--- src/icache_defines.svh ---
`ifndef ICACHE_DEFINES_SVH
`define ICACHE_DEFINES_SVH

// address and instruction word
`define ICACHE_ADDR_W   32
`define ICACHE_WORD_W   32

// geometry of one cache
`define ICACHE_SETS     64
`define ICACHE_WAYS     4

// address split, one word per line
`define ICACHE_OFFSET_W 2
`define ICACHE_INDEX_W  6
`define ICACHE_TAG_W    (`ICACHE_ADDR_W - `ICACHE_INDEX_W - `ICACHE_OFFSET_W)

`endif
--- src/icache_pkg.sv ---
`default_nettype none
`include "icache_defines.svh"

package icache_pkg;

    typedef logic [`ICACHE_ADDR_W-1:0]        addr_t;
    typedef logic [`ICACHE_WORD_W-1:0]        word_t;
    typedef logic [`ICACHE_TAG_W-1:0]         tag_t;
    typedef logic [`ICACHE_INDEX_W-1:0]       index_t;
    typedef logic [$clog2(`ICACHE_WAYS)-1:0]  way_t;
    typedef logic [$clog2(`ICACHE_WAYS)-1:0]  age_t;   // 0 is most recent
    typedef logic [1:0]                       axi_resp_t;

    localparam axi_resp_t axi_okay = 2'b00;

    typedef enum logic [1:0] {
        cache_idle,
        cache_lookup,
        cache_miss,
        cache_fill
    } cache_state_t;

    typedef enum logic [1:0] {
        arb_idle,
        arb_addr,
        arb_data
    } arb_state_t;

    typedef struct packed {logic valid; addr_t addr;} fetch_req_t;
    typedef struct packed {logic valid; word_t data; logic hit; logic err;} fetch_rsp_t;
    typedef struct packed {logic valid; addr_t addr;} fill_req_t;
    typedef struct packed {logic valid; word_t data; logic err;} fill_rsp_t;
    typedef struct packed {logic arvalid; addr_t araddr;} axi_ar_t;
    typedef struct packed {logic rvalid; word_t rdata; axi_resp_t rresp;} axi_r_t;

endpackage

`default_nettype wire

--- src/fill_arbiter.sv ---
`default_nettype none

module fill_arbiter
    import icache_pkg::*;
(
    input  wire logic      clk,
    input  wire logic      reset,
    input  wire fill_req_t fill_req_a,
    input  wire fill_req_t fill_req_b,
    output fill_rsp_t      fill_rsp_a,
    output fill_rsp_t      fill_rsp_b,
    output axi_ar_t        ar,
    input  wire logic      arready,
    input  wire axi_r_t    r,
    output logic           rready
);

    arb_state_t state_q;

    logic  last_b_q;         // round-robin pointer, b was served last
    logic  grant_b_q;        // owner of the read in flight
    addr_t araddr_q;

    logic  req_a_live;
    logic  req_b_live;
    logic  pick_b;
    logic  r_fire;

    logic  rsp_valid_a_q;
    logic  rsp_valid_b_q;
    word_t rsp_data_q;
    logic  rsp_err_q;

    // a request still up during its own response pulse is already served
    assign req_a_live = fill_req_a.valid && !fill_rsp_a.valid;
    assign req_b_live = fill_req_b.valid && !fill_rsp_b.valid;
    assign pick_b     = req_b_live && (!req_a_live || !last_b_q);

    assign rready = (state_q == arb_data);
    assign r_fire = r.rvalid && rready;

    always_ff @(posedge clk or negedge reset) begin
        if (!reset) begin
            state_q   <= arb_idle;
            last_b_q  <= 1'b1;     // first tie goes to a
            grant_b_q <= 1'b0;
        end else begin
            case (state_q)
                arb_idle: begin
                    if (req_a_live || req_b_live) begin
                        state_q   <= arb_addr;
                        grant_b_q <= pick_b;
                        last_b_q  <= pick_b;
                    end
                end
                arb_addr: begin
                    if (arready) begin
                        state_q <= arb_data;
                    end
                end
                arb_data: begin
                    if (r.rvalid) begin
                        state_q <= arb_idle;
                    end
                end
                default: state_q <= arb_idle;
            endcase
        end
    end

    always_ff @(posedge clk) begin
        if ((state_q == arb_idle) && (req_a_live || req_b_live)) begin
            araddr_q <= pick_b ? fill_req_b.addr : fill_req_a.addr;
        end
        if (r_fire) begin
            rsp_data_q <= r.rdata;
            rsp_err_q  <= (r.rresp != axi_okay);
        end
    end

    always_ff @(posedge clk or negedge reset) begin
        if (!reset) begin
            rsp_valid_a_q <= 1'b0;
            rsp_valid_b_q <= 1'b0;
        end else begin
            rsp_valid_a_q <= r_fire && !grant_b_q;
            rsp_valid_b_q <= r_fire && grant_b_q;
        end
    end

    assign ar.arvalid = (state_q == arb_addr);
    assign ar.araddr  = araddr_q;

    assign fill_rsp_a = '{valid: rsp_valid_a_q, data: rsp_data_q, err: rsp_err_q};
    assign fill_rsp_b = '{valid: rsp_valid_b_q, data: rsp_data_q, err: rsp_err_q};

endmodule

`default_nettype wire

--- config.mk ---
export PLATFORM = sky130hd
export DESIGN_NAME = fill_arbiter
export DESIGN_NICKNAME = d
export VERILOG_FILES = /design/src/icache_pkg.sv /design/src/fill_arbiter.sv
export VERILOG_INCLUDE_DIRS = /design/src /design/src/src
export SDC_FILE = /design/constraint.sdc
export NUM_CORES = 1
export LEC_CHECK = 0
export ABC_AREA = 1
export BUFFER_PORTS_ARGS = -buffer_cell sky130_fd_sc_hd__buf_4
export CORE_MARGIN = 1
export CORE_UTILIZATION = 30
export CTS_BUF_LIST = sky130_fd_sc_hd__clkbuf_8
export CTS_CLUSTER_SIZE = 10
export DETAILED_ROUTE_END_ITERATION = 10
export MAX_ROUTING_LAYER = met4
export SLEW_MARGIN = 20
export SYNTH_ARGS = -nofsm -noshare
export SYNTH_HDL_FRONTEND = slang
export SYNTH_SLANG_ARGS = --single-unit
--- constraint.sdc ---
create_clock -name clk -period 2 [get_ports clk]
set_input_delay 0.4 -clock clk [delete_from_list [all_inputs] [get_ports clk]]
set_output_delay 0.4 -clock clk [all_outputs]
set_load 0.005 [all_outputs]
==> impl_metrics.ini, run 1 <==
[outcome]
outcome = finished, final reports clean

[final_layout]
fill_cells = 894
num-nets-final = 521
finish.instance_area_um2 = 4620
post_layout_nonfiller_instances = 554
layout-drive-gt1-share = 0.544
area.growth.synth_to_final_pct = 55.0
num_antenna_cells = 0

[yosys]
yosys_most_used_dff = edfxtp_1
synthesis.instances = 241
synth.top_cells.by_count = nand2_1 (75), edfxtp_1 (65), buf_4 (37)
synth_warnings = 0
syn_nets = 345
post-synth-top-area-fraction = 0.655
syn-mean-instance-area_um2 = 12.4
synth_edf_count = 65
ys_top_cells_by_area = edfxtp_1 (66%), nand2_1 (9.4%), buf_4 (9.3%)
synth.most_common_cell = nand2_1
synth_top_area_cell = edfxtp_1
synth_async_sr_flop_share = 0.0845
synth_area_um2 = 2980
synth_cell_type_count = 17
synth-seq-cells = 71
yosysSeqAreaShare = 0.706

[worst_setup_path]
critPathRequiredTime_ns = 2.10
crit_path_top_delay_cell = dfrtp_1
end_kind = register
path_cells = inv_1 > nand2_1 > inv_4 > nand2_4 > nand2_1 > nand2_1
critical_path_class = reg -> reg
critical_path.startpoint_type = register
worst_ep_arrival_time_ns = 1.69
crit_buf_inv = 2
timing.critical_path.max_delay_family = simple AND/OR/NAND/NOR gates
cpPeakStageDelay_ns = 0.39
timing.critical_path.fanout_max = 34
crit_top_cell = nand2_1

[floorplanning]
core_um2 = 9680
io_pins = 206
die_width_um = 102
placementRows = 36
fp.dieArea_um2 = 10300
fp.dieH_um = 102
start_util = 0.308

[place]
placed_cell_area_um2 = 4400
finalWeightedCongestion = 0.781
dp.cells = 538
hpwlAfterDp_um = 6050
numPortBuffers = 205

[global_routing]
via_count_of_the_first_global_routing_pass = 2242
wire_length_of_the_first_global_routing_pass_um = 11000
total_global_routing_track_utilization = 0.154
globalRouteOverflowTotal = 0
grt_start_max_net_pins = 35
antenna_found_initial = 0

[drt]
firstDrtPassIters = 6
vias_per_cell = 4.22
total_length_of_routed_wires_um = 7820
wl_per_cell_um = 14.1
first_iteration_detailed_routing_drc_count = 66
ant_nets = 0
dr_drc_count = 0
routed-via-count = 2337

[sta]
final.min_clock_period_ns = 1.59
finalClockSkew_ns = 0.00744
maxSlewViolCount = 0
unrepaired_setup_endpoints_after_global_routing = false
total_negative_setup_slack_ns = 0
hold_viol = 0
slew-limit-headroom = 0.757
worst_margin_pin_slew_ns = 0.364
final.period_utilization = 0.797
number_of_failing_setup_endpoints_in_the_final_timing_report = 0
timing.fmax_mhz = 627

[worst_hold_path]
hold_path.class = in -> reg

[run]
max-cap-violations = 0

[clock_network]
cts_tree = built
clockBufferDepth = 2
postCtsSetupBuffers = 0
clk-insertion-delay-late_ns = 0.34
maximum_level_of_the_cts_h_tree = 3
tritoncts_num_sinks = 71
cts_made_buffers = 9
clk_pin_slew_worst_paths_ns = 0.08
clock-root-buffer = clkbuf_8

[pwr]
leakagePower_uw = 0.00218
max-vdd-ir-drop_v = 0.000496
powerDensity_nw_per_um2 = 1060
[layer usage]
| layer | track usage | vias to the layer above | share of wire |
|---|---|---|---|
| li1 | - | 1128 | - |
| met2 | 0.284 | 131 | 0.56 |
| met3 | 0.0449 | 9 | 0.081 |
| met4 | 0.0713 | 0 | 0.014 |
| met1 | 0.145 | 1069 | 0.35 |
| met5 | - | - | 0 |
[registers in the layout, indices dropped and copies added, names as in the netlist]
| name | cells |
|---|---|
| araddr_q | 32 |
| grant_b_q | 1 |
| last_b_q | 1 |
| rsp_data_q | 32 |
| rsp_err_q | 1 |
| rsp_valid_a_q | 1 |
| rsp_valid_b_q | 1 |
| state_q | 2 |
[through the flow]
step	hold WS [ns]	power, µW	util	worst slack, ns
4_1_cts	0.207	4970	0.477	0.385
6_report	0.231	4890	0.477	0.406
5_1_grt	0.201	5180	0.477	0.245
2_1_floorplan	0.104	2890	-	0.304
3_3_place_gp	0.210	3700	0.454	0.379
3_5_place_dp	0.211	3730	0.454	0.358
[cell families after synthesis]
kind of cell	Yosys count	share of synthesized area
DFF	71	0.706
and+or+nand+nor	115	0.164
buffers and inverters	53	0.126
AOI/OAI and AO/OA	2	0.00420
[area by class of cell]
type | count | area [µm²] | area share
multi-input cells | 117 | 502 | 0.109
clock buffers | 9 | 124 | 0.0268
repair buffers | 210 | 1600 | 0.347
flip-flops and latches | 71 | 2100 | 0.455
inverters | 8 | 32.5 | 0.00704
clock inverters | 6 | 86.3 | 0.0187
well taps | 133 | 166 | 0.0360
[what timing repair did]
| item | in CTS | in global routing |
|---|---|---|
| hold buffers | 1 | 0 |
| hold endpoints to repair | 5 | 0 |
| gates resized for setup | 0 | 0 |
[path summary, 6_finish.rpt]
path / startpoint / endpoint / slack, ns / cells after the start
max: rsp_valid_b_q / araddr_q[7] / 0.41 / 6
max reg2reg: rsp_valid_b_q / araddr_q[7] / 0.41 / 6
min reg2reg: grant_b_q / rsp_valid_a_q / 0.46 / 1
max in group asynchronous: reset / last_b_q / 1.40 / 2
min in group asynchronous: reset / state_q[0] / 0.39 / 2
min: r[9] / rsp_data_q[7] / 0.23 / 1
[report_power, final]
part	switching, µW	internal (µW)
Combinational	690	726
Sequential	134	2110
Clock	535	693
Total	1360	3530
[placed cells by master (no fill, tap or decap)]
cell type / instances
nand2_4: 1
o31ai_1: 1
nand3_2: 1
inv_1: 7
clkinv_2: 2
buf_4: 207
buf_12: 2
or2_2: 1
clkinv_4: 1
dfstp_2: 1
clkbuf_8: 9
edfxtp_1: 65
bufinv_16: 2
clkinvlp_4: 1
dlygate4sd3_1: 1
dfrtp_1: 5
nand3_1: 33
inv_4: 1
nor2_1: 4
o21ai_0: 1
nand2_1: 75
Power figures use the tool's default switching activity.
==> run 2: changes to the inputs <==
==> constraint.sdc (replaced) <==
create_clock -name clk -period 1.65 [get_ports clk]
set_input_delay 0.33 -clock clk [delete_from_list [all_inputs] [get_ports clk]]
set_output_delay 0.33 -clock clk [all_outputs]
set_load 0.005 [all_outputs]
==> run 2 against run 1 <==
Effect of this change: sequential power grew 21%; clock power increased by 11%; die area stayed put; register-to-register slack lost 0.23 ns; clock-buffer cell count unchanged; final cell count rose by 0.54%; non-clock buffer count is 2 higher; routed wire length down 1.8%; maximum frequency is 8.1% higher; clock skew shrank 0.0026 ns; flip-flop and latch count stayed put; critical path type unchanged.
==> impl_metrics.ini, run 2 (same netlist as run 1, synthesis figures left out) <==
[global_routing]
wire_length_of_the_first_global_routing_pass_um = 11100
antenna_found_initial = 0
via_count_of_the_first_global_routing_pass = 2234
globalRouteOverflowTotal = 0
total_global_routing_track_utilization = 0.152
grt_start_max_net_pins = 34

[drt]
wl_per_cell_um = 13.8
dr_drc_count = 0
routed-via-count = 2356
ant_nets = 0
vias_per_cell = 4.23
first_iteration_detailed_routing_drc_count = 54
total_length_of_routed_wires_um = 7680
firstDrtPassIters = 4

[final_layout]
finish.instance_area_um2 = 4620
mostFrequentLayoutCell = buf_4
post_layout_nonfiller_instances = 557
final-seq-area_um2 = 2100
num-nets-final = 523
fill_cells = 927
area_occupied_by_multi_input_gates_um2 = 502
num_antenna_cells = 0
final_cell_mix = buf_4 (210), nand2_1 (75), edfxtp_1 (65)
layout-drive-gt1-share = 0.550
biggestRegsByFlops = araddr_q: 32 flops, rsp_data_q: 32 flops, state_q: 2 flops
area.growth.synth_to_final_pct = 54.9

[clock_network]
cts_made_buffers = 9
clk_pin_slew_worst_paths_ns = 0.08
postCtsResizedCells = 0
cts_tree = built
tritoncts_num_sinks = 71
clockBufferDepth = 2
clock-root-buffer = clkbuf_8
clk-insertion-delay-late_ns = 0.34
maximum_level_of_the_cts_h_tree = 3

[sta]
maxSlewViolCount = 0
final.period_utilization = 0.894
total_negative_setup_slack_ns = 0
final.min_clock_period_ns = 1.47
number_of_failing_setup_endpoints_in_the_final_timing_report = 0
unrepaired_setup_endpoints_after_global_routing = false
worst_margin_pin_slew_ns = 0.337
finalClockSkew_ns = 0.00488
timing.fmax_mhz = 678
hold_viol = 0
slew-limit-headroom = 0.775

[worst_setup_path]
crit_buf_inv = 2
crit_path_top_delay_cell = dfrtp_1
critical_path.startpoint_type = register
crit_top_cell = nand2_1
worst_ep_arrival_time_ns = 1.57
critPathRequiredTime_ns = 1.75
path_cells = inv_1 > nand2_1 > inv_4 > nand2_4 > nand2_1 > nand2_1
critical_path_class = reg -> reg
end_kind = register
cpPeakStageDelay_ns = 0.38
timing.critical_path.max_delay_family = simple AND/OR/NAND/NOR gates
timing.critical_path.fanout_max = 32

[floorplanning]
fp.dieH_um = 102
start_util = 0.308
fp.dieArea_um2 = 10300
core_um2 = 9680
io_pins = 206
die_width_um = 102
placementRows = 36

[pwr]
powerDensity_nw_per_um2 = 1260
max-vdd-ir-drop_v = 0.000640
leakagePower_uw = 0.00215

[place]
placed_cell_area_um2 = 4410
numPortBuffers = 205
finalWeightedCongestion = 0.769
dp.cells = 540
hpwlAfterDp_um = 6050

[worst_hold_path]
hold_path.class = in -> reg

[outcome]
outcome = finished, final reports clean

[run]
max-cap-violations = 0
-- run 2: path summary, 6_finish.rpt --
check                               from       endpoint  slack, ns  cells past startpoint
setup / recovery           rsp_valid_b_q   araddr_q[25]       0.18                      6
hold / removal                      r[7]  rsp_data_q[5]       0.16                      1
setup reg to reg           rsp_valid_b_q   araddr_q[25]       0.18                      6
hold reg to reg                grant_b_q  rsp_valid_a_q       0.46                      1
max in group asynchronous          reset       last_b_q       1.12                      2
min in group asynchronous          reset  rsp_valid_b_q       0.33                      2
-- run 2: timing repair --
| action | CTS | global route |
|---|---|---|
| setup endpoints to repair | 0 | 0 |
| setup buffers | 0 | 0 |
| hold endpoints to repair | 6 | 0 |
| hold buffers | 1 | 0 |
-- run 2: cell type report --
class	instances	area share
Inverter	8	0.00867
Timing Repair Buffer	212	0.348
Clock inverter	7	0.0160
Tap cell	133	0.0361
Clock buffer	9	0.0268
Sequential cell	71	0.456
Multi-Input combinational cell	117	0.109
-- run 2: worst reg2reg max path, delay by kind of cell (launching register included) --
kind | cells | cell delay (ns)
DFF | 1 | 0.38
and+or+nand+nor | 4 | 0.56
buffers and inverters | 2 | 0.30
-- run 2: metal layers --
layer | part of all wire | vias up | global-route usage
li1 | - | 1136 | -
met1 | 0.35 | 1075 | 0.157
met2 | 0.53 | 132 | 0.265
met3 | 0.099 | 13 | 0.0455
met4 | 0.021 | 0 | 0.0725
met5 | 0 | - | -
-- run 2: where the power goes --
group | switching (µW) | leakage [µW] | internal [µW] | total [µW]
Sequential | 167 | 0.000682 | 2560 | 2730
Combinational | 840 | 0.00138 | 877 | 1720
Clock | 674 | 0.0000933 | 700 | 1370
Total | 1680 | 0.00215 | 4140 | 5820
-- run 2: metrics by stage --
| stage | worst slack, ns | utilization | total power, µW | hold slack, ns |
|---|---|---|---|---|
| 3_5_place_dp | 0.164 | 0.455 | 4520 | 0.142 |
| 2_1_floorplan | 0.148 | - | 3510 | 0.0344 |
| 6_report | 0.175 | 0.477 | 5820 | 0.159 |
| 5_1_grt | 0.0308 | 0.477 | 6190 | 0.131 |
| 3_3_place_gp | 0.209 | 0.455 | 4490 | 0.139 |
| 4_1_cts | 0.160 | 0.477 | 5920 | 0.140 |
==> run 3: changes to the inputs <==
--- a/config.mk
+++ b/config.mk
@@ -6,7 +6,6 @@
 export SDC_FILE = /design/constraint.sdc
 export NUM_CORES = 1
 export LEC_CHECK = 0
-export ABC_AREA = 1
 export BUFFER_PORTS_ARGS = -buffer_cell sky130_fd_sc_hd__buf_4
 export CORE_MARGIN = 1
 export CORE_UTILIZATION = 30
==> run 3 against run 2 <==
Effect of this change: first-iteration DRC count fell by 15%; clock power rose by 23%; largest power group unchanged; global-route usage fell by 2.3 points; combinational power rose by 5%; clock-buffer cell count did not move; flip-flop and latch count did not move; largest cell class unchanged; maximum frequency fell by 4.3%; critical path depth fell by 2; clock skew rose by 0.0046 ns; sequential share of layout area fell by 1.6 points.
==> impl_metrics.ini, run 3 <==
[outcome]
outcome = finished, final reports clean

[global_routing]
globalRouteOverflowTotal = 0
wire_length_of_the_first_global_routing_pass_um = 9380
antenna_found_initial = 0
via_count_of_the_first_global_routing_pass = 1960
grt_start_max_net_pins = 35
total_global_routing_track_utilization = 0.130

[final_layout]
area.growth.synth_to_final_pct = 56.8
final_cell_mix = buf_4 (207), edfxtp_1 (65), mux2_4 (30)
mostFrequentLayoutCell = buf_4
biggestRegsByFlops = araddr_q: 32 flops, rsp_data_q: 32 flops, state_q: 2 flops
final-seq-area_um2 = 2100
layout-drive-gt1-share = 0.756
num_antenna_cells = 0
finish.instance_area_um2 = 4780
fin_util = 0.487
num-nets-final = 451
area_occupied_by_multi_input_gates_um2 = 609
post_layout_nonfiller_instances = 485
fill_cells = 845

[sta]
maxSlewViolCount = 0
final.period_utilization = 0.934
total_negative_setup_slack_ns = 0
timing.fmax_mhz = 649
final.min_clock_period_ns = 1.54
finalClockSkew_ns = 0.00944
unrepaired_setup_endpoints_after_global_routing = false
hold_viol = 0
post-route-worst-setup-slack_ns = 0.109
number_of_failing_setup_endpoints_in_the_final_timing_report = 0
worst_margin_pin_slew_ns = 0.234
slew-limit-headroom = 0.843

[yosys]
synthesis.instances = 163
synth.most_common_cell = edfxtp_1
yosysSeqAreaShare = 0.690
synth.top_cells.by_count = edfxtp_1 (65), buf_4 (36), mux2_4 (30)
synth_warnings = 0
synth_async_sr_flop_share = 0.0845
synth_area_um2 = 3050
ys_top_cells_by_area = edfxtp_1 (64%), mux2_4 (15%), buf_4 (8.9%)
synth_top_area_cell = edfxtp_1
synth_cell_type_count = 21
synth-seq-cells = 71
synth_edf_count = 65
syn_nets = 267
post-synth-top-area-fraction = 0.640
syn-mean-instance-area_um2 = 18.7
yosys_most_used_dff = edfxtp_1

[drt]
firstDrtPassIters = 4
vias_per_cell = 4.11
ant_nets = 0
wl_per_cell_um = 14.3
first_iteration_detailed_routing_drc_count = 46
routed.top_layer = met4
routed-via-count = 1992
total_length_of_routed_wires_um = 6920
routedLengthMet1_um = 2530
dr_drc_count = 0
met3WireLength_um = 538
met2_wirelength_um = 3760

[pwr]
power_dissipated_by_switching_net_loads_uw = 1560
leakagePower_uw = 0.00217
powerDensity_nw_per_um2 = 1290
power.sequential.fraction = 0.436
p_comb_frac = 0.291
part_of_the_total_power_dissipated_in_the_clock_network = 0.273
max-vdd-ir-drop_v = 0.000534
cell_internal_pwr_uw = 4620
switching_share = 0.252

[worst_setup_path]
r2r_start = rsp_valid_a_q
critical_path_class = reg -> reg
critPathRequiredTime_ns = 1.74
worst-r2r-setup-slack_ns = 0.11
end_kind = register
worst_ep_arrival_time_ns = 1.63
critPathLaunch = rsp_valid_a_q
timing.critical_path.fanout_max = 13
critical_path.startpoint_type = register

[clock_network]
postCtsSetupBuffers = 0
cts_made_buffers = 9
clockBufferDepth = 2
maximum_level_of_the_cts_h_tree = 3
cts_tree = built
clk-insertion-delay-late_ns = 0.33
clock-root-buffer = clkbuf_8
postCtsResizedCells = 0
tritoncts_num_sinks = 71
clk_pin_slew_worst_paths_ns = 0.08

[place]
hpwlAfterDp_um = 5510
preCtsSetupSlack_ns = 0.0556
numPortBuffers = 205
dp.cells = 468
finalWeightedCongestion = 0.705
placed_cell_area_um2 = 4530

[floorplanning]
fp.dieH_um = 103
io_pins = 206
core_um2 = 9820
die_width_um = 103
fp.dieArea_um2 = 10600
start_util = 0.311
placementRows = 36

[run]
max-cap-violations = 0

[worst_hold_path]
hp-start = r[25]
hold_path.class = in -> reg
[run 3: cell types whose count changed after synthesis, sizes merged, moves of 3 or more]
| cell | delta |
|---|---|
| buf | -4 |
| inv | -5 |
| mux2 | +32 |
| nand2 | -75 |
| nand3 | -34 |
| nor2 | -3 |
| nor2b | +4 |
[run 3: what timing repair did]
item,4_1_cts,5_1_grt
hold buffers,1,0
endpoints found under the setup margin,0,0
endpoints found under the hold margin,6,0
[run 3: worst paths after layout]
path | cells after the start | endpoint
worst max register to register | 4 | araddr_q[31]
min in group asynchronous | 2 | state_q[1]
worst min register to register | 1 | rsp_valid_a_q
worst min-delay path | 1 | rsp_data_q[23]
worst max-delay path | 4 | araddr_q[31]
max in group asynchronous | 2 | last_b_q
[run 3: final cells by class]
type	instances	area share
sequential	71	0.440
timing repair buffer	212	0.344
multi-input combinational	50	0.127
tap	133	0.0348
clock buffer	9	0.0259
clock inverter	7	0.0249
inverter	3	0.00314
[run 3: power groups by stage]
stage                     Sequential [µW]  Clock [µW]  Combinational, µW
after global routing                 2740        1800               1950
after CTS                            2700        1740               1850
final                                2700        1690               1800
after detailed placement             2740           0               1850
after floorplan                      2750           0                816
after global placement               2720           0               1830
[run 3: through the flow]
step,hold slack (ns),power [µW]
final,0.167,6180
after global placement,0.141,4550
after floorplan,0.0344,3570
after CTS,0.143,6300
after detailed placement,0.143,4580
after global routing,0.140,6500
[run 3: layer usage]
| layer | vias to the layer above | global-route usage |
|---|---|---|
| li1 | 929 | - |
| met1 | 925 | 0.128 |
| met2 | 131 | 0.233 |
| met3 | 7 | 0.0346 |
| met4 | 0 | 0.0650 |
| met5 | - | - |
[run 3: logic make-up after synthesis]
group | count (synthesis) | synth area share
buf+inv | 42 | 0.112
simple gates | 11 | 0.0259
flops | 71 | 0.690
mux | 32 | 0.155
compound gates | 7 | 0.0172
[run 3: critical path, cell delays in order, from the launching register on]
cell and delay (ns):
dfrtp_1 0.41, nor2b_4 0.16, a21o_4 0.21, buf_12 0.17
mux2_2 0.33
